==> src/common/mips_pkg.sv <==
`default_nettype none

package mips_pkg;

    localparam int DATA_W     = 32;
    localparam int REG_ADDR_W = 5;

    typedef logic [DATA_W-1:0]     word_t;
    typedef logic [REG_ADDR_W-1:0] reg_addr_t;

    // Primary opcode, bits 31:26
    typedef enum logic [5:0] {
        OP_RTYPE = 6'd0,
        OP_BEQ   = 6'd4,
        OP_BNE   = 6'd5,
        OP_ADDI  = 6'd8,
        OP_LW    = 6'd35,
        OP_SW    = 6'd43,
        OP_HALT  = 6'd63
    } opcode_e;

    // R-type function field, bits 5:0
    typedef enum logic [5:0] {
        FN_ADD = 6'd32,
        FN_SUB = 6'd34,
        FN_AND = 6'd36,
        FN_OR  = 6'd37,
        FN_SLT = 6'd42
    } funct_e;

    typedef enum logic [2:0] {
        ALU_ADD = 3'd0,
        ALU_SUB = 3'd1,
        ALU_AND = 3'd2,
        ALU_OR  = 3'd3,
        ALU_SLT = 3'd4
    } alu_op_e;

    typedef enum logic [1:0] {
        FWD_REG   = 2'd0,
        FWD_EXMEM = 2'd1,
        FWD_MEMWB = 2'd2
    } fwd_sel_e;

    typedef struct packed {
        alu_op_e alu_op;
        logic    alu_src_imm;
        logic    reg_dst_rd;
        logic    reg_write;
        logic    mem_read;
        logic    mem_write;
        logic    branch;
        logic    branch_ne;
        logic    halt;
    } ctrl_t;

    typedef struct packed {
        logic  valid;
        word_t pc_plus4;
        word_t instr;
    } ifid_t;

    typedef struct packed {
        ctrl_t     ctrl;
        word_t     pc_plus4;
        word_t     rs_data;
        word_t     rt_data;
        word_t     imm;
        reg_addr_t rs;
        reg_addr_t rt;
        reg_addr_t rd;
    } idex_t;

    typedef struct packed {
        logic      reg_write;
        logic      mem_read;
        logic      mem_write;
        logic      halt;
        word_t     alu_result;
        word_t     store_data;
        reg_addr_t dst;
    } exmem_t;

    typedef struct packed {
        logic      reg_write;
        logic      mem_to_reg;
        logic      halt;
        word_t     alu_result;
        word_t     load_data;
        reg_addr_t dst;
    } memwb_t;

endpackage

`default_nettype wire

==> src/decode/reg_file.sv <==
`timescale 1ns/1ns
`default_nettype none

module reg_file
    import mips_pkg::*;
(
    input  logic      i_clk,
    input  logic      i_rst_n,
    input  reg_addr_t i_rs_addr,
    input  reg_addr_t i_rt_addr,
    input  logic      i_wr_en,
    input  reg_addr_t i_wr_addr,
    input  word_t     i_wr_data,
    input  reg_addr_t i_dbg_addr,
    output word_t     o_rs_data,
    output word_t     o_rt_data,
    output word_t     o_dbg_data
);

    word_t regs [32];
    logic  wr_ok;

    // r0 is never written, so it stays at its reset value
    assign wr_ok = i_wr_en && (i_wr_addr != '0);

    always_ff @(posedge i_clk or negedge i_rst_n) begin
        if (!i_rst_n) begin
            for (int i = 0; i < 32; i++) begin
                regs[i] <= '0;
            end
        end else if (wr_ok) begin
            regs[i_wr_addr] <= i_wr_data;
        end
    end

    // Same-cycle write passes straight through
    assign o_rs_data  = (wr_ok && i_wr_addr == i_rs_addr) ? i_wr_data : regs[i_rs_addr];
    assign o_rt_data  = (wr_ok && i_wr_addr == i_rt_addr) ? i_wr_data : regs[i_rt_addr];
    assign o_dbg_data = regs[i_dbg_addr];

endmodule

`default_nettype wire

==> src/decode/decode_stage.sv <==
`timescale 1ns/1ns
`default_nettype none

module decode_stage
    import mips_pkg::*;
(
    input  logic      i_clk,
    input  logic      i_rst_n,
    input  logic      i_advance,
    input  logic      i_flush,
    input  ifid_t     i_ifid,
    input  logic      i_wb_we,
    input  reg_addr_t i_wb_addr,
    input  word_t     i_wb_data,
    input  reg_addr_t i_dbg_reg_addr,
    output logic      o_stall,
    output idex_t     o_idex,
    output word_t     o_dbg_reg_data
);

    opcode_e   opcode;
    funct_e    funct;
    reg_addr_t rs;
    reg_addr_t rt;
    reg_addr_t rd;
    word_t     rs_data;
    word_t     rt_data;
    ctrl_t     ctrl;
    logic      uses_rt;
    idex_t     idex_d;
    idex_t     idex_q;

    assign opcode = opcode_e'(i_ifid.instr[31:26]);
    assign funct  = funct_e'(i_ifid.instr[5:0]);
    assign rs     = i_ifid.instr[25:21];
    assign rt     = i_ifid.instr[20:16];
    assign rd     = i_ifid.instr[15:11];

    reg_file u_reg_file (
        .i_clk      (i_clk),
        .i_rst_n    (i_rst_n),
        .i_rs_addr  (rs),
        .i_rt_addr  (rt),
        .i_wr_en    (i_wb_we && i_advance),
        .i_wr_addr  (i_wb_addr),
        .i_wr_data  (i_wb_data),
        .i_dbg_addr (i_dbg_reg_addr),
        .o_rs_data  (rs_data),
        .o_rt_data  (rt_data),
        .o_dbg_data (o_dbg_reg_data)
    );

    always_comb begin
        ctrl    = '0;
        uses_rt = 1'b0;
        if (i_ifid.valid) begin
            case (opcode)
                OP_RTYPE: begin
                    ctrl.reg_dst_rd = 1'b1;
                    ctrl.reg_write  = 1'b1;
                    uses_rt         = 1'b1;
                    case (funct)
                        FN_ADD:  ctrl.alu_op = ALU_ADD;
                        FN_SUB:  ctrl.alu_op = ALU_SUB;
                        FN_AND:  ctrl.alu_op = ALU_AND;
                        FN_OR:   ctrl.alu_op = ALU_OR;
                        FN_SLT:  ctrl.alu_op = ALU_SLT;
                        default: ctrl = '0;
                    endcase
                end
                OP_ADDI: begin
                    ctrl.alu_src_imm = 1'b1;
                    ctrl.reg_write   = 1'b1;
                end
                OP_LW: begin
                    ctrl.alu_src_imm = 1'b1;
                    ctrl.reg_write   = 1'b1;
                    ctrl.mem_read    = 1'b1;
                end
                OP_SW: begin
                    ctrl.alu_src_imm = 1'b1;
                    ctrl.mem_write   = 1'b1;
                    uses_rt          = 1'b1;
                end
                OP_BEQ, OP_BNE: begin
                    ctrl.branch    = 1'b1;
                    ctrl.branch_ne = (opcode == OP_BNE);
                    uses_rt        = 1'b1;
                end
                OP_HALT: ctrl.halt = 1'b1;
                default: ctrl = '0;
            endcase
        end
    end

    // Load in EX whose result is needed here
    assign o_stall = i_ifid.valid && idex_q.ctrl.mem_read && (idex_q.rt != '0) &&
                     ((idex_q.rt == rs) || (uses_rt && (idex_q.rt == rt)));

    always_comb begin
        idex_d.ctrl     = (i_flush || o_stall) ? '0 : ctrl;
        idex_d.pc_plus4 = i_ifid.pc_plus4;
        idex_d.rs_data  = rs_data;
        idex_d.rt_data  = rt_data;
        idex_d.imm      = {{16{i_ifid.instr[15]}}, i_ifid.instr[15:0]};
        idex_d.rs       = rs;
        idex_d.rt       = rt;
        idex_d.rd       = rd;
    end

    always_ff @(posedge i_clk or negedge i_rst_n) begin
        if (!i_rst_n) begin
            idex_q <= '0;
        end else if (i_advance) begin
            idex_q <= idex_d;
        end
    end

    assign o_idex = idex_q;

endmodule

`default_nettype wire

==> config.mk <==
export PLATFORM = sky130hd
export DESIGN_NAME = decode_stage
export DESIGN_NICKNAME = d
export VERILOG_FILES = /design/src/common/mips_pkg.sv /design/src/decode/reg_file.sv /design/src/decode/decode_stage.sv
export SDC_FILE = /design/constraint.sdc
export NUM_CORES = 2
export LEC_CHECK = 0
export BUFFER_PORTS_ARGS = -buffer_cell sky130_fd_sc_hd__buf_2
export CAP_MARGIN = 20
export CORE_MARGIN = 2
export CORE_UTILIZATION = 60
export CTS_CLUSTER_DIAMETER = 50
export DETAILED_ROUTE_END_ITERATION = 10
export GPL_ROUTABILITY_DRIVEN = 0
export PLACE_DENSITY = 0.78
export SYNTH_ARGS = -nofsm -noshare
export SYNTH_HDL_FRONTEND = slang
export SYNTH_SLANG_ARGS = --single-unit
==> constraint.sdc <==
create_clock -name i_clk -period 3.7 [get_ports i_clk]
set_input_delay 0.74 -clock i_clk [delete_from_list [all_inputs] [get_ports i_clk]]
set_output_delay 0.74 -clock i_clk [all_outputs]
set_load 0.01 [all_outputs]
**Yosys cells after proc, flatten, opt, wreduce, memory -nomap -nowiden**

Cells that the tools add are included.

- Bits in registers: 1162
- Input port bits: 112
- Output and inout bits: 187
- Word-level logic and storage cells: 119

- Order comparisons: 5
- Eq/ne operators: 15
- Muxes and demuxes: 28
- Bitwise operators: 4
- Reductions and logical operators: 19

Operators with widths:

| kind | count |
|---|---|
| $bwmux W1024 | 1 |
| $bmux W32 S5 | 3 |
| $mux W32 | 9 |
| $demux W32 S5 | 1 |
| $eq A6 B6 Y1 const B | 8 |
| $ge A6 B6 Y1 const B | 4 |
| $not A5 Y6 | 4 |
| $mux W11 | 2 |
| $eq A5 B5 Y1 | 4 |
| $eq A6 B3 Y1 const B | 2 |
| $pmux W3 S4 | 1 |
| $pmux W1 S2 | 5 |
| $reduce_bool A5 Y1 | 2 |
| $logic_and A1 B1 Y1 | 9 |
| $mux W7 | 1 |
| $eq A6 B4 Y1 const B | 1 |
| $logic_not A6 Y1 | 1 |
| $lt A6 B1 Y1 const B | 1 |
| $reduce_or A5 Y1 | 1 |
| $pmux W2 S2 | 1 |
| $reduce_or A2 Y1 | 2 |
| $reduce_or A4 Y1 | 1 |
| $mux W1 | 3 |
| $mux W3 | 1 |
| other kinds (2) | 3 |

**Logic depth before layout (Yosys ltp)**

- Depth after elaboration: 9
- Depth in mapped cells: 11

**By module**

From an unflattened synthesis, not the netlist that was laid out.

- Cell total of the unflattened synthesis: 4218
- Area, all modules: 66637.7 um2

By module, submodules not included:

| module | times used | cells each | area an instance (um2) | sequential area each (um2) |
|---|---|---|---|---|
| reg_file | 1 | 3857 | 61248.7 | 25624.6 |
| decode_stage | 1 | 361 | 5388.9 | 3328.2 |

**Worst setup path before layout**

No wires, ideal clock.

- Kind: input port to output port
- Start: input i_dbg_reg_addr[0]
- End: output o_dbg_reg_data[16]
- Arrival time: 2.707 ns
- Required time: 2.960 ns
- Path slack: 0.253 ns
- Stages on the path: 6
- Path buffers: 3
- Cell sequence: clkbuf_1 > buf_2 > buf_2 > mux4_2 > mux4_2 > mux2_2

- Cells in the longest elaborated chain, start to end: 4

Ends and longest elaborated chain:

| element | RTL line | RTL |
|---|---|---|
| from (decl) | decode_stage.sv:15 | `input reg_addr_t i_dbg_reg_addr,` |
| $not A5 Y6 (implied by the code) | reg_file.sv:39 | `assign o_dbg_data = regs[i_dbg_addr];` |
| $bmux W32 S5 | reg_file.sv:39 |  |
| $mux W32 (implied by the code) (2 in a row) | reg_file.sv:39 |  |
| to (decl) | decode_stage.sv:18 | `output word_t o_dbg_reg_data` |

Every way passes these cells. The select of a mux whose other input is x is not followed.

**Final worst setup path**

- Start: input i_dbg_reg_addr[0]
- End: output o_dbg_reg_data[26]

The elaborated chain is that of the path after synthesis.

==> results.json <==
{
  "antenna_left": 0,
  "max_freq_mhz": 275,
  "p_leak_uw": 0.0336,
  "grt_use_total_pct": 38.3,
  "port_buffers": 298,
  "pin_count": 299,
  "post-place-ws_ns": 0.0802,
  "p_per_area_nw_per_um2": 489,
  "min_period_ns": 3.63,
  "rsz0062_at_grt": "no",
  "finalHoldViolCount": 0,
  "ys_seq_elements": 1157,
  "cap_violations": 0,
  "finClkSkew_ns": 0.0162,
  "start_util_pct": 60.3,
  "grt_overflow": 0,
  "peakVddDrop_uv": 476,
  "dr.pass1.iters": 8,
  "relSlewSlack_pct": 22.4,
  "cp.arrival_ns": 2.89,
  "area.growth.synth_to_final_pct": 13.2,
  "setup_viol": 0,
  "drc": 0,
  "avgSynthCellArea_sq_um": 15.5,
  "core_area_sq_um": 112000,
  "synth_seq_area_share_pct": 42.8,
  "routed_wl_microns": 219000,
  "grt_max_degree": 122,
  "fin_crit_sh_pct": 98.1,
  "cts_max_level": 4,
  "cp.required_ns": 2.96,
  "final_nets": 4627,
  "antenna_found_initial": 11,
  "syn-instance-count": 4366,
  "cts_setup_buffers": 0,
  "top_layer_used": "met5",
  "synth_edf_count": 0,
  "final_cell_mix": "1157 x dfrtp_1, 1094 x mux2_2, 820 x mux4_2, 283 x buf_2, 167 x buf_4",
  "fin_setup_tns_ns": 0,
  "fill_cells": 7345,
  "ys_warn_count": 0,
  "power_uw": 37400,
  "ctsHoldBuffers": 1,
  "clockBufferDepth": 3,
  "path_class": "in2out",
  "slew_viol_final": 0,
  "dieArea_sq_um": 116000,
  "hold_depth": 2,
  "min_path_type": "in2reg",
  "cts_root_buf": "clkbuf_16",
  "cts-resized-gates": 0,
  "end_kind": "primary output",
  "grt_pass1_vias": 47600,
  "ys.flop_type": "dfrtp_1",
  "drive_above_1_share_pct": 58.9,
  "utilization_pct": 68.3,
  "via_per_inst": 7.73,
  "hold_slack_ns": 0.223,
  "async_flop_share_pct": 100,
  "dp_hpwl_microns": 132000,
  "vias": 47300,
  "die_x_microns": 340,
  "layout_commonest_cell": "dfrtp_1",
  "wl_met1_microns": 78300,
  "tightest_slew_ns": 1.16,
  "dr_wl_met2_microns": 96900,
  "outcome": "complete, no violations",
  "clk_pin_slew_ns": 0.05,
  "wl_met3_microns": 31400,
  "synth_cell_types": 59,
  "post_drt_wl_per_cell_microns": 35.7,
  "clkLatencyLatePin_ns": 0.75,
  "grt_pass1_wl_microns": 324000,
  "row_count": 123,
  "worst_slack_ns": 0.0687,
  "syn_area_sq_um": 67700,
  "cts_tree": "done",
  "die_y_microns": 340,
  "cts_buffers": 136,
  "drt_first_iter_violations": 6602,
  "ff2ff_path_depth": 6,
  "synth_nets": 4478,
  "critPathLaunchType": "primary input",
  "crit_path_max_fanout": 20,
  "numClockSinks": 1157
}
[state kept, by name, summed over array words and instances (netlist names)]
name             count
o_idex             133
u_reg_file.regs   1024
[metal layers]
layer	global-route usage, %	up-vias
li1	-	17800
met1	51.8	24800
met2	55.0	3927
met3	14.3	813
met4	18.7	16
met5	0	-
[report_power, final]
group / internal [uW] / total (uW) / switching [uW] / leakage, uW
sequential: 14200 / 16000 / 1730 / 0.0153
clock: 8870 / 14400 / 5520 / 0.00233
combinational: 4150 / 7070 / 2920 / 0.0160
total: 27300 / 37400 / 10200 / 0.0336
[cells in the mapped netlist (5+ instances only)]
master / n / area (sq um)
a2111oi_0: 23 / 201
a211oi_1: 20 / 150
a21boi_0: 8 / 60.1
a21oi_1: 45 / 225
a221o_1: 25 / 250
a221oi_1: 27 / 236
a222oi_1: 32 / 320
a22o_1: 7 / 61.3
a22oi_1: 35 / 263
buf_1: 66 / 248
buf_2: 130 / 651
buf_4: 37 / 278
buf_6: 14 / 158
clkbuf_1: 283 / 1060
dfrtp_1: 1157 / 29000
inv_1: 13 / 48.8
mux2_2: 1094 / 12300
mux2i_1: 159 / 1590
mux4_2: 820 / 18500
nand2_1: 48 / 180
nand2b_1: 18 / 113
nand3_1: 13 / 65.1
nor2_1: 65 / 244
nor2b_1: 28 / 175
nor3_1: 24 / 120
o21ai_0: 39 / 195
o22ai_1: 30 / 188
o31ai_1: 12 / 90.1
o32ai_1: 5 / 43.8
or2_2: 5 / 31.3
or3_1: 7 / 43.8
xnor2_1: 8 / 70.1
xor2_1: 12 / 105
[stage by stage]
step | instances | cell area [sq um]
global placement | 5876 | 71800
global route | 6114 | 76600
finish | 6121 | 76600
detailed placement | 5876 | 71800
floorplan | 4366 | 67700
CTS | 6114 | 76600
[path summary, 6_finish.rpt]
| check | from | to | slack, ns |
|---|---|---|---|
| hold reg to reg | u_reg_file.regs[1014]$_DFFE_PN0P_ | u_reg_file.regs[1014]$_DFFE_PN0P_ | 0.42 |
| setup reg to reg | u_reg_file.regs[900]$_DFFE_PN0P_ | o_idex[83]$_DFFE_PN0P_ | 1.47 |
| hold / removal | i_ifid[13] | o_idex[28]$_DFFE_PN0P_ | 0.22 |
| min in group asynchronous | i_rst_n | o_idex[52]$_DFFE_PN0P_ | 0.59 |
| max in group asynchronous | i_rst_n | o_idex[136]$_DFFE_PN0P_ | 2.03 |
| setup / recovery | i_dbg_reg_addr[0] | o_dbg_reg_data[26] | 0.07 |
[final cells by class]
class                           count  area, sq um  area share, %
Inverter                           15         58.8         0.0767
Clock inverter                     58          932           1.22
Tap cell                         1500         1880           2.45
Sequential cell                  1157        29000           37.8
Timing Repair Buffer              544         4480           5.84
Clock buffer                      179         3840           5.02
Antenna cell                        7         17.5         0.0229
Multi-Input combinational cell   2661        36500           47.6
[kinds of logic (layout without fill, tap and decap cells)]
family	after synthesis	in the layout	synth area share, %
XOR/XNOR	20	20	0.259
other	0	7	0
AO/OA/AOI/OAI	334	334	3.70
buffers and inverters	548	796	3.69
AND/OR/NAND/NOR	233	233	1.71
multiplexers	2074	2074	47.9
flip-flops	1157	1157	42.8
[worst max-delay path, cell delays in order]
cell and delay (ns):
buf_8 0.15, buf_12 0.23, buf_4 0.26, mux4_2 0.54
mux4_2 0.47, mux2_2 0.32, buf_2 0.15
(Power assumes the default switching activity.)
