<file path="src/common/mips_pkg.sv">
`default_nettype none

package mips_pkg;

    localparam int DATA_W     = 32;
    localparam int REG_ADDR_W = 5;

    typedef logic [DATA_W-1:0]     word_t;
    typedef logic [REG_ADDR_W-1:0] reg_addr_t;

    // Primary opcode, bits 31:26
    typedef enum logic [5:0] {
        OP_RTYPE = 6'd0,
        OP_BEQ   = 6'd4,
        OP_BNE   = 6'd5,
        OP_ADDI  = 6'd8,
        OP_LW    = 6'd35,
        OP_SW    = 6'd43,
        OP_HALT  = 6'd63
    } opcode_e;

    // R-type function field, bits 5:0
    typedef enum logic [5:0] {
        FN_ADD = 6'd32,
        FN_SUB = 6'd34,
        FN_AND = 6'd36,
        FN_OR  = 6'd37,
        FN_SLT = 6'd42
    } funct_e;

    typedef enum logic [2:0] {
        ALU_ADD = 3'd0,
        ALU_SUB = 3'd1,
        ALU_AND = 3'd2,
        ALU_OR  = 3'd3,
        ALU_SLT = 3'd4
    } alu_op_e;

    typedef enum logic [1:0] {
        FWD_REG   = 2'd0,
        FWD_EXMEM = 2'd1,
        FWD_MEMWB = 2'd2
    } fwd_sel_e;

    typedef struct packed {
        alu_op_e alu_op;
        logic    alu_src_imm;
        logic    reg_dst_rd;
        logic    reg_write;
        logic    mem_read;
        logic    mem_write;
        logic    branch;
        logic    branch_ne;
        logic    halt;
    } ctrl_t;

    typedef struct packed {
        logic  valid;
        word_t pc_plus4;
        word_t instr;
    } ifid_t;

    typedef struct packed {
        ctrl_t     ctrl;
        word_t     pc_plus4;
        word_t     rs_data;
        word_t     rt_data;
        word_t     imm;
        reg_addr_t rs;
        reg_addr_t rt;
        reg_addr_t rd;
    } idex_t;

    typedef struct packed {
        logic      reg_write;
        logic      mem_read;
        logic      mem_write;
        logic      halt;
        word_t     alu_result;
        word_t     store_data;
        reg_addr_t dst;
    } exmem_t;

    typedef struct packed {
        logic      reg_write;
        logic      mem_to_reg;
        logic      halt;
        word_t     alu_result;
        word_t     load_data;
        reg_addr_t dst;
    } memwb_t;

endpackage

`default_nettype wire

</file>
<file path="src/hw/execute_stage.sv">
`timescale 1ns/1ns
`default_nettype none

module execute_stage
    import mips_pkg::*;
(
    input  logic      i_clk,
    input  logic      i_rst_n,
    input  logic      i_advance,
    input  idex_t     i_idex,
    input  logic      i_wb_we,
    input  reg_addr_t i_wb_addr,
    input  word_t     i_wb_data,
    output logic      o_redirect,
    output word_t     o_target,
    output exmem_t    o_exmem
);

    exmem_t   exmem_q;
    exmem_t   exmem_d;
    fwd_sel_e sel_a;
    fwd_sel_e sel_b;
    word_t    op_a;
    word_t    rt_fwd;
    word_t    op_b;
    word_t    alu_result;
    logic     equal;

    // EX/MEM is newer than MEM/WB, so it wins
    function automatic fwd_sel_e pick_src(input reg_addr_t src);
        if (src == '0) begin
            return FWD_REG;
        end else if (exmem_q.reg_write && exmem_q.dst == src) begin
            return FWD_EXMEM;
        end else if (i_wb_we && i_wb_addr == src) begin
            return FWD_MEMWB;
        end
        return FWD_REG;
    endfunction

    function automatic word_t fwd_value(input fwd_sel_e sel, input word_t reg_val);
        case (sel)
            FWD_EXMEM: return exmem_q.alu_result;
            FWD_MEMWB: return i_wb_data;
            default:   return reg_val;
        endcase
    endfunction

    assign sel_a  = pick_src(i_idex.rs);
    assign sel_b  = pick_src(i_idex.rt);
    assign op_a   = fwd_value(sel_a, i_idex.rs_data);
    assign rt_fwd = fwd_value(sel_b, i_idex.rt_data);
    assign op_b   = i_idex.ctrl.alu_src_imm ? i_idex.imm : rt_fwd;

    always_comb begin
        case (i_idex.ctrl.alu_op)
            ALU_SUB: alu_result = op_a - op_b;
            ALU_AND: alu_result = op_a & op_b;
            ALU_OR:  alu_result = op_a | op_b;
            ALU_SLT: alu_result = {31'd0, $signed(op_a) < $signed(op_b)};
            default: alu_result = op_a + op_b;
        endcase
    end

    // Branch resolved here, two younger slots get flushed
    assign equal      = (op_a == rt_fwd);
    assign o_redirect = i_idex.ctrl.branch && (equal != i_idex.ctrl.branch_ne);
    assign o_target   = i_idex.pc_plus4 + {i_idex.imm[29:0], 2'b00};

    always_comb begin
        exmem_d.reg_write  = i_idex.ctrl.reg_write;
        exmem_d.mem_read   = i_idex.ctrl.mem_read;
        exmem_d.mem_write  = i_idex.ctrl.mem_write;
        exmem_d.halt       = i_idex.ctrl.halt;
        exmem_d.alu_result = alu_result;
        exmem_d.store_data = rt_fwd;
        exmem_d.dst        = i_idex.ctrl.reg_dst_rd ? i_idex.rd : i_idex.rt;
    end

    always_ff @(posedge i_clk or negedge i_rst_n) begin
        if (!i_rst_n) begin
            exmem_q <= '0;
        end else if (i_advance) begin
            exmem_q <= exmem_d;
        end
    end

    assign o_exmem = exmem_q;

endmodule

`default_nettype wire

</file>
<file path="config.mk">
export PLATFORM = sky130hd
export DESIGN_NAME = execute_stage
export DESIGN_NICKNAME = d
export VERILOG_FILES = /design/src/common/mips_pkg.sv /design/src/hw/execute_stage.sv
export SDC_FILE = /design/constraint.sdc
export NUM_CORES = 1
export LEC_CHECK = 0
export BUFFER_PORTS_ARGS = -buffer_cell sky130_fd_sc_hd__buf_2
export CORE_UTILIZATION = 40
export CTS_CLUSTER_SIZE = 40
export DETAILED_ROUTE_END_ITERATION = 7
export PLACE_DENSITY = 0.7
export SKIP_LAST_GASP = 1
export SLEW_MARGIN = 25
export SYNTH_ARGS = -nofsm -noshare
export SYNTH_HDL_FRONTEND = slang
export SYNTH_SLANG_ARGS = --single-unit
</file>
<file path="constraint.sdc">
create_clock -name i_clk -period 5.08 [get_ports i_clk]
set_input_delay 0.762 -clock i_clk [delete_from_list [all_inputs] [get_ports i_clk]]
set_output_delay 0.762 -clock i_clk [all_outputs]
set_load 0.1 [all_outputs]
</file>
Word level (Yosys, flattened, before mapping)
Cells that the tools add are included.
{"block": "word_totals", "reg_bits": 73, "inputBits": 195, "output_inout_bits": 106, "elab_cells": 53}
{"block": "classes", "add_sub_neg": 3, "order_cmp": 1, "eq_ne": 14, "n_mux": 19, "bitwise_logic": 2, "reduce_logical": 7}
{"operator": "$pmux W32 S2", "count": 2}
{"operator": "$pmux W32 S4", "count": 1}
{"operator": "$add A32 B32 Y32", "count": 2}
{"operator": "$and A32 B32 Y32", "count": 1}
{"operator": "$eq A32 B32 Y1", "count": 1}
{"operator": "$lt A32 B32 Y1", "count": 1}
{"operator": "$mux W32", "count": 1}
{"operator": "$or A32 B32 Y32", "count": 1}
{"operator": "$sub A32 B32 Y32", "count": 1}
{"operator": "$eq A5 B5 Y1", "count": 4}
{"operator": "$mux W2", "count": 8}
{"operator": "$logic_not A5 Y1", "count": 2}
{"operator": "$eq A3 B2 Y1 const B", "count": 2}
{"operator": "$mux W1", "count": 6}
{"operator": "$logic_and A1 B1 Y1", "count": 5}
{"operator": "$mux W5", "count": 1}
{"operator": "$eq A2 B1 Y1 const B", "count": 2}
{"operator": "$eq A2 B2 Y1 const B", "count": 2}
{"operator": "$eq A3 B1 Y1 const B", "count": 1}
{"operator": "$eq A3 B3 Y1 const B", "count": 1}
{"operator": "$ne A1 B1 Y1", "count": 1}

Logic depth before layout (Yosys ltp)
{"block": "depth", "ltp_word": 11, "depth_mapped": 21}

Worst setup path before layout
Ideal clock, no wire load.
{"block": "synth_timing", "path_type": "reg-to-output", "start": "register exmem_q, in the netlist o_exmem[1]", "end": "output port o_redirect", "arrival_ns": 4.709, "path_slack_ns": -0.391, "stages_incl_launch_ff": 12, "path_buffers": 1, "cell_sequence": "dfrtp_1 > xor2_1 > nor4_2 > a211o_1 > clkbuf_1 > nor3b_1 > nor2_1 > xnor2_1 > nor4_1 > nand4_1 > nor4_2 > mux2i_1"}
{"block": "synth_via", "elab_chain_len": 10, "word_cells_on_any_way": 23}
{"item": "from (decl)", "line": "execute_stage.sv:19", "source": "exmem_t exmem_q;"}
{"item": "from (signal assigned)", "line": "execute_stage.sv:84", "source": "exmem_q <= exmem_d;"}
{"item": "$eq A5 B5 Y1", "line": "execute_stage.sv:33", "source": "end else if (exmem_q.reg_write && exmem_q.dst == src) begin"}
{"item": "$logic_and A1 B1 Y1", "line": "execute_stage.sv:33"}
{"item": "$mux W2 or $mux W1 (tied branches)", "line": "execute_stage.sv:33"}
{"item": "$mux W2 or $mux W1 (tied branches)", "line": "execute_stage.sv:31", "source": "if (src == '0) begin"}
{"item": "$mux W2", "line": "execute_stage.sv:38", "source": "return FWD_REG;"}
{"item": "$eq A2 B2 Y1 or $eq A2 B1 Y1 (tied branches)", "line": "execute_stage.sv:42", "source": "case (sel)"}
{"item": "$pmux W32 S2", "line": "execute_stage.sv:42"}
{"item": "$eq A32 B32 Y1 *", "line": "execute_stage.sv:66", "source": "assign equal = (op_a == rt_fwd);"}
{"item": "$ne A1 B1 Y1 *", "line": "execute_stage.sv:67", "source": "assign o_redirect = i_idex.ctrl.branch && (equal != i_idex.ctrl.branch_ne);"}
{"item": "$logic_and A1 B1 Y1 *", "line": "execute_stage.sv:67"}
{"item": "to (decl)", "line": "execute_stage.sv:14", "source": "output logic o_redirect,"}
Every way passes the cells marked *; elsewhere a longest branch is shown, timed or not.

Worst setup path after layout
{"block": "layout_timing", "start": "input port i_idex[11] (netlist bit)", "end": "output port o_redirect"}
{"block": "layout_via", "elab_chain_len": 11, "word_cells_on_any_way": 17}
{"item": "from (decl)", "line": "execute_stage.sv:10", "source": "input idex_t i_idex,"}
{"item": "$eq A5 B5 Y1", "line": "execute_stage.sv:35", "source": "end else if (i_wb_we && i_wb_addr == src) begin"}
{"item": "$logic_and A1 B1 Y1", "line": "execute_stage.sv:35"}
{"item": "$mux W1", "line": "execute_stage.sv:35"}
{"item": "$mux W1", "line": "execute_stage.sv:33"}
{"item": "$mux W1", "line": "execute_stage.sv:31"}
{"item": "$mux W2 *", "line": "execute_stage.sv:38"}
{"item": "$eq A2 B2 Y1 or $eq A2 B1 Y1 (tied branches)", "line": "execute_stage.sv:42"}
{"item": "$pmux W32 S2 *", "line": "execute_stage.sv:42"}
{"item": "$eq A32 B32 Y1 *", "line": "execute_stage.sv:66"}
{"item": "$ne A1 B1 Y1 *", "line": "execute_stage.sv:67"}
{"item": "$logic_and A1 B1 Y1 *", "line": "execute_stage.sv:67"}
Marked as above.

==> flow_metrics.env <==
export IMPL_synth_distinct_cells=81
export IMPL_cp_end_kind="primary output"
export IMPL_max_freq_ghz=0.198
export IMPL_synth_top_cells_by_count="nor2_1 (144), ha_1 (125), a21oi_1 (121)"
export IMPL_drc_errors=0
export IMPL_ys_top_cells_by_area="dfrtp_1 (17%), ha_1 (14%), a21oi_1 (5.5%)"
export IMPL_h_tree_depth=3
export IMPL_path_clk_slew_ps=70
export IMPL_core_mm2=0.0269
export IMPL_ys_seq_elements=73
export IMPL_cts_root_buf="clkbuf_16"
export IMPL_ys_seq_area_frac=0.167
export IMPL_worstRegToRegCells=18
export IMPL_endpoint="o_redirect"
export IMPL_cp_max_fo=9
export IMPL_ioPinCount=301
export IMPL_synth_area_per_cell_um2=7.56
export IMPL_dp_hpwl_um=38000
export IMPL_vias=13500
export IMPL_clk_latency_ps=360
export IMPL_drive_gt1_frac=0.371
export IMPL_comb_power_share=0.682
export IMPL_r2r_end="o_exmem[61]"
export IMPL_fillers=2534
export IMPL_top_usage_layer="met2"
export IMPL_min_period_ps=5050
export IMPL_die_area_mm2=0.0281
export IMPL_slowest_stage="or4_1"
export IMPL_synth_edf_count=0
export IMPL_die_w_um=167
export IMPL_r2r_start="o_exmem[1]"
export IMPL_start_kind="primary input"
export IMPL_drv_cap=0
export IMPL_path_class="in2out"
export IMPL_cpMostUsedCell="buf_4"
export IMPL_place_congestion=0.992
export IMPL_status="finished, final reports clean"
export IMPL_p_total_mw=4.86
export IMPL_finalCritPeriodShare=0.995
export IMPL_die_h_um=167
export IMPL_holdCritPathClass="in2async"
export IMPL_startpoint="i_idex[11]"
export IMPL_syn_area_mm2=0.0110
export IMPL_io_buffers=296
export IMPL_initial_core_util=0.408
export IMPL_cts_inserted_buffers=9
export IMPL_postRouteAntennaNets=0
export IMPL_grt_util_met3=0.0359
export IMPL_path_cells="buf_2, or4_1, o211ai_1, a211oi_4, buf_6, buf_4, buf_4, a22oi_1, o21ai_2, buf_4, xnor2_2, nor4_2, buf_4, nand2_1, nor4_2, buf_4, mux2i_4, buf_12"
export IMPL_yosysTopAreaCellShare=0.167
export IMPL_yosysMostFrequentCell="nor2_1"
export IMPL_synthCells=1449
export IMPL_clkPwrFrac=0.154
export IMPL_clkSinkCount=73
export IMPL_cp_slowest_stage_delay_ps=550
export IMPL_pre_cts_slack_ps=-338
export IMPL_maxSlewViolCount=0
export IMPL_cellLeakagePower_nw=7.64
export IMPL_area_growth_syn_to_layout_pct=43.0
export IMPL_async_flop_share=1.00
export IMPL_drt_iter0_drc=1242
export IMPL_timing_final_ws_setup_ps=26.1
export IMPL_slew_headroom=0.265
export IMPL_diodes=0
export IMPL_ir_worst_vdd_uv=203
export IMPL_cts_buffer_depth=2
export IMPL_skew_ps=11.8
export IMPL_cts_hold_fix_buffers=0
export IMPL_global_route_usage_met1=0.446
export IMPL_sw_frac_of_total=0.549
export IMPL_synth_nets=1772
export IMPL_ys_warn_count=0
export IMPL_cts_tree="done"
export IMPL_p_seq_frac=0.163
export IMPL_setup_viol=0
export IMPL_cp_required_ps=4320
export IMPL_core_rowCount=60
export IMPL_synth_main_ff_cell="dfrtp_1"
export IMPL_grt_use_total=0.331
export IMPL_synth_top_area_cell="dfrtp_1"
export IMPL_overflow=0
export IMPL_grt_pass1_wl_um=72500
export IMPL_grt_util_met2=0.550
export IMPL_rsz0062_at_grt="true"
export IMPL_finalNetCount=2300
export IMPL_dr_pass1_iters=6
export IMPL_hold_violations=0
export IMPL_grt_max_degree=55
export IMPL_grt_pass1_vias=13100
export IMPL_viasPerCell=5.82
export IMPL_r2r_setup_slack_ps=200
export IMPL_antenna_found_initial=0
export IMPL_critPathArrivalTime_ps=4290
export IMPL_power_density_mw_per_mm2=310
export IMPL_wire_per_inst_um=20.4
export IMPL_p_switching_mw=2.67
export IMPL_worst_pin_slew_ps=1100
export IMPL_intPower_mw=2.19
export IMPL_largest_reg_flops=73
export IMPL_routed_wl_um=47300
metal layers:
| layer | vias up | part of all wire |
|---|---|---|
| li1 | 6315 | - |
| met1 | 6460 | 0.44 |
| met2 | 654 | 0.46 |
| met3 | 88 | 0.075 |
| met4 | 0 | 0.028 |
| met5 | - | 0 |
worst min path at each step:
| stage | slack [ps] | start | endpoint | depth (start not counted) |
|---|---|---|---|---|
| final | 360 | i_rst_n | o_exmem[40] | 1 |
| after floorplan | 470 | i_rst_n | o_exmem[0] | 0 |
| after CTS | 380 | i_rst_n | o_exmem[40] | 1 |
| after global routing | 410 | i_rst_n | o_exmem[40] | 1 |
| after detailed placement | 490 | o_exmem[22] | o_exmem[22] | 1 |
| after global placement | 480 | o_exmem[7] | o_exmem[7] | 1 |
stage by stage:
step           hold WS (ps)  cell area (µm²)   util  setup TNS [ps]  std cells
3_3_place_gp            484            15000  0.559           -2500       2301
5_1_grt                 410            15700  0.583            -600       2323
2_1_floorplan           466            11000      -           -42.8       1449
3_5_place_dp            490            15000  0.559           -3900       2301
6_report                359            15700  0.583               0       2323
4_1_cts                 384            15400  0.573               0       2317
cell type report:
cell class                      instances  area (µm²)  share of cell area
Clock buffer                           14         264              0.0168
Tap cell                              341         427              0.0272
Multi-Input combinational cell       1178        8690               0.554
Clock inverter                          2        60.1             0.00383
Sequential cell                        73        1830               0.117
Timing Repair Buffer                  598        3960               0.253
Inverter                              117         439              0.0280
power groups by stage:
stage	clock network (mW)	registers, mW	logic, mW
final	0.751	0.795	3.32
after global routing	0.776	0.804	3.49
after CTS	0.762	0.791	3.23
after detailed placement	0	0.801	3.21
after global placement	0	0.800	3.19
after floorplan	0	1.49	1.47
cells by family (layout without fill, tap and decap cells):
group	Yosys count	count (layout)	share of synthesized area
compound gates	498	498	0.308
simple gates	406	406	0.176
buf+inv	198	731	0.0738
fa+ha+maj	128	128	0.148
xor+xnor	94	94	0.0751
flops	73	73	0.167
mux	52	52	0.0515
cells in the final DEF, fill, tap and decap left out, types with 19 or more instances in the layout:
master and n:
buf_4 292, buf_2 289, nor2_1 143, ha_1 123, nand2_1 119, a21oi_1 116
inv_1 116, o21ai_0 74, dfrtp_1 69, xnor2_1 63, mux2_2 34, o22ai_1 28
xor2_1 24, a21o_1 22, nor3_1 22, a22oi_1 20, o31ai_1 19
worst max-delay path: cells and delay by family:
family,cells,cell delay [ps]
multiplexers,1,250
AND/OR/NAND/NOR,4,1140
AO/OA/AOI/OAI,4,640
buffers and inverters,8,1320
XOR/XNOR,1,180
what timing repair did:
item / in CTS / in global routing
endpoints found under the setup margin: 2 / 19
resized for setup: 8 / 49
pin swaps: 6 / 14
setup buffers: 0 / 6
Power figures use the tool's default switching activity.
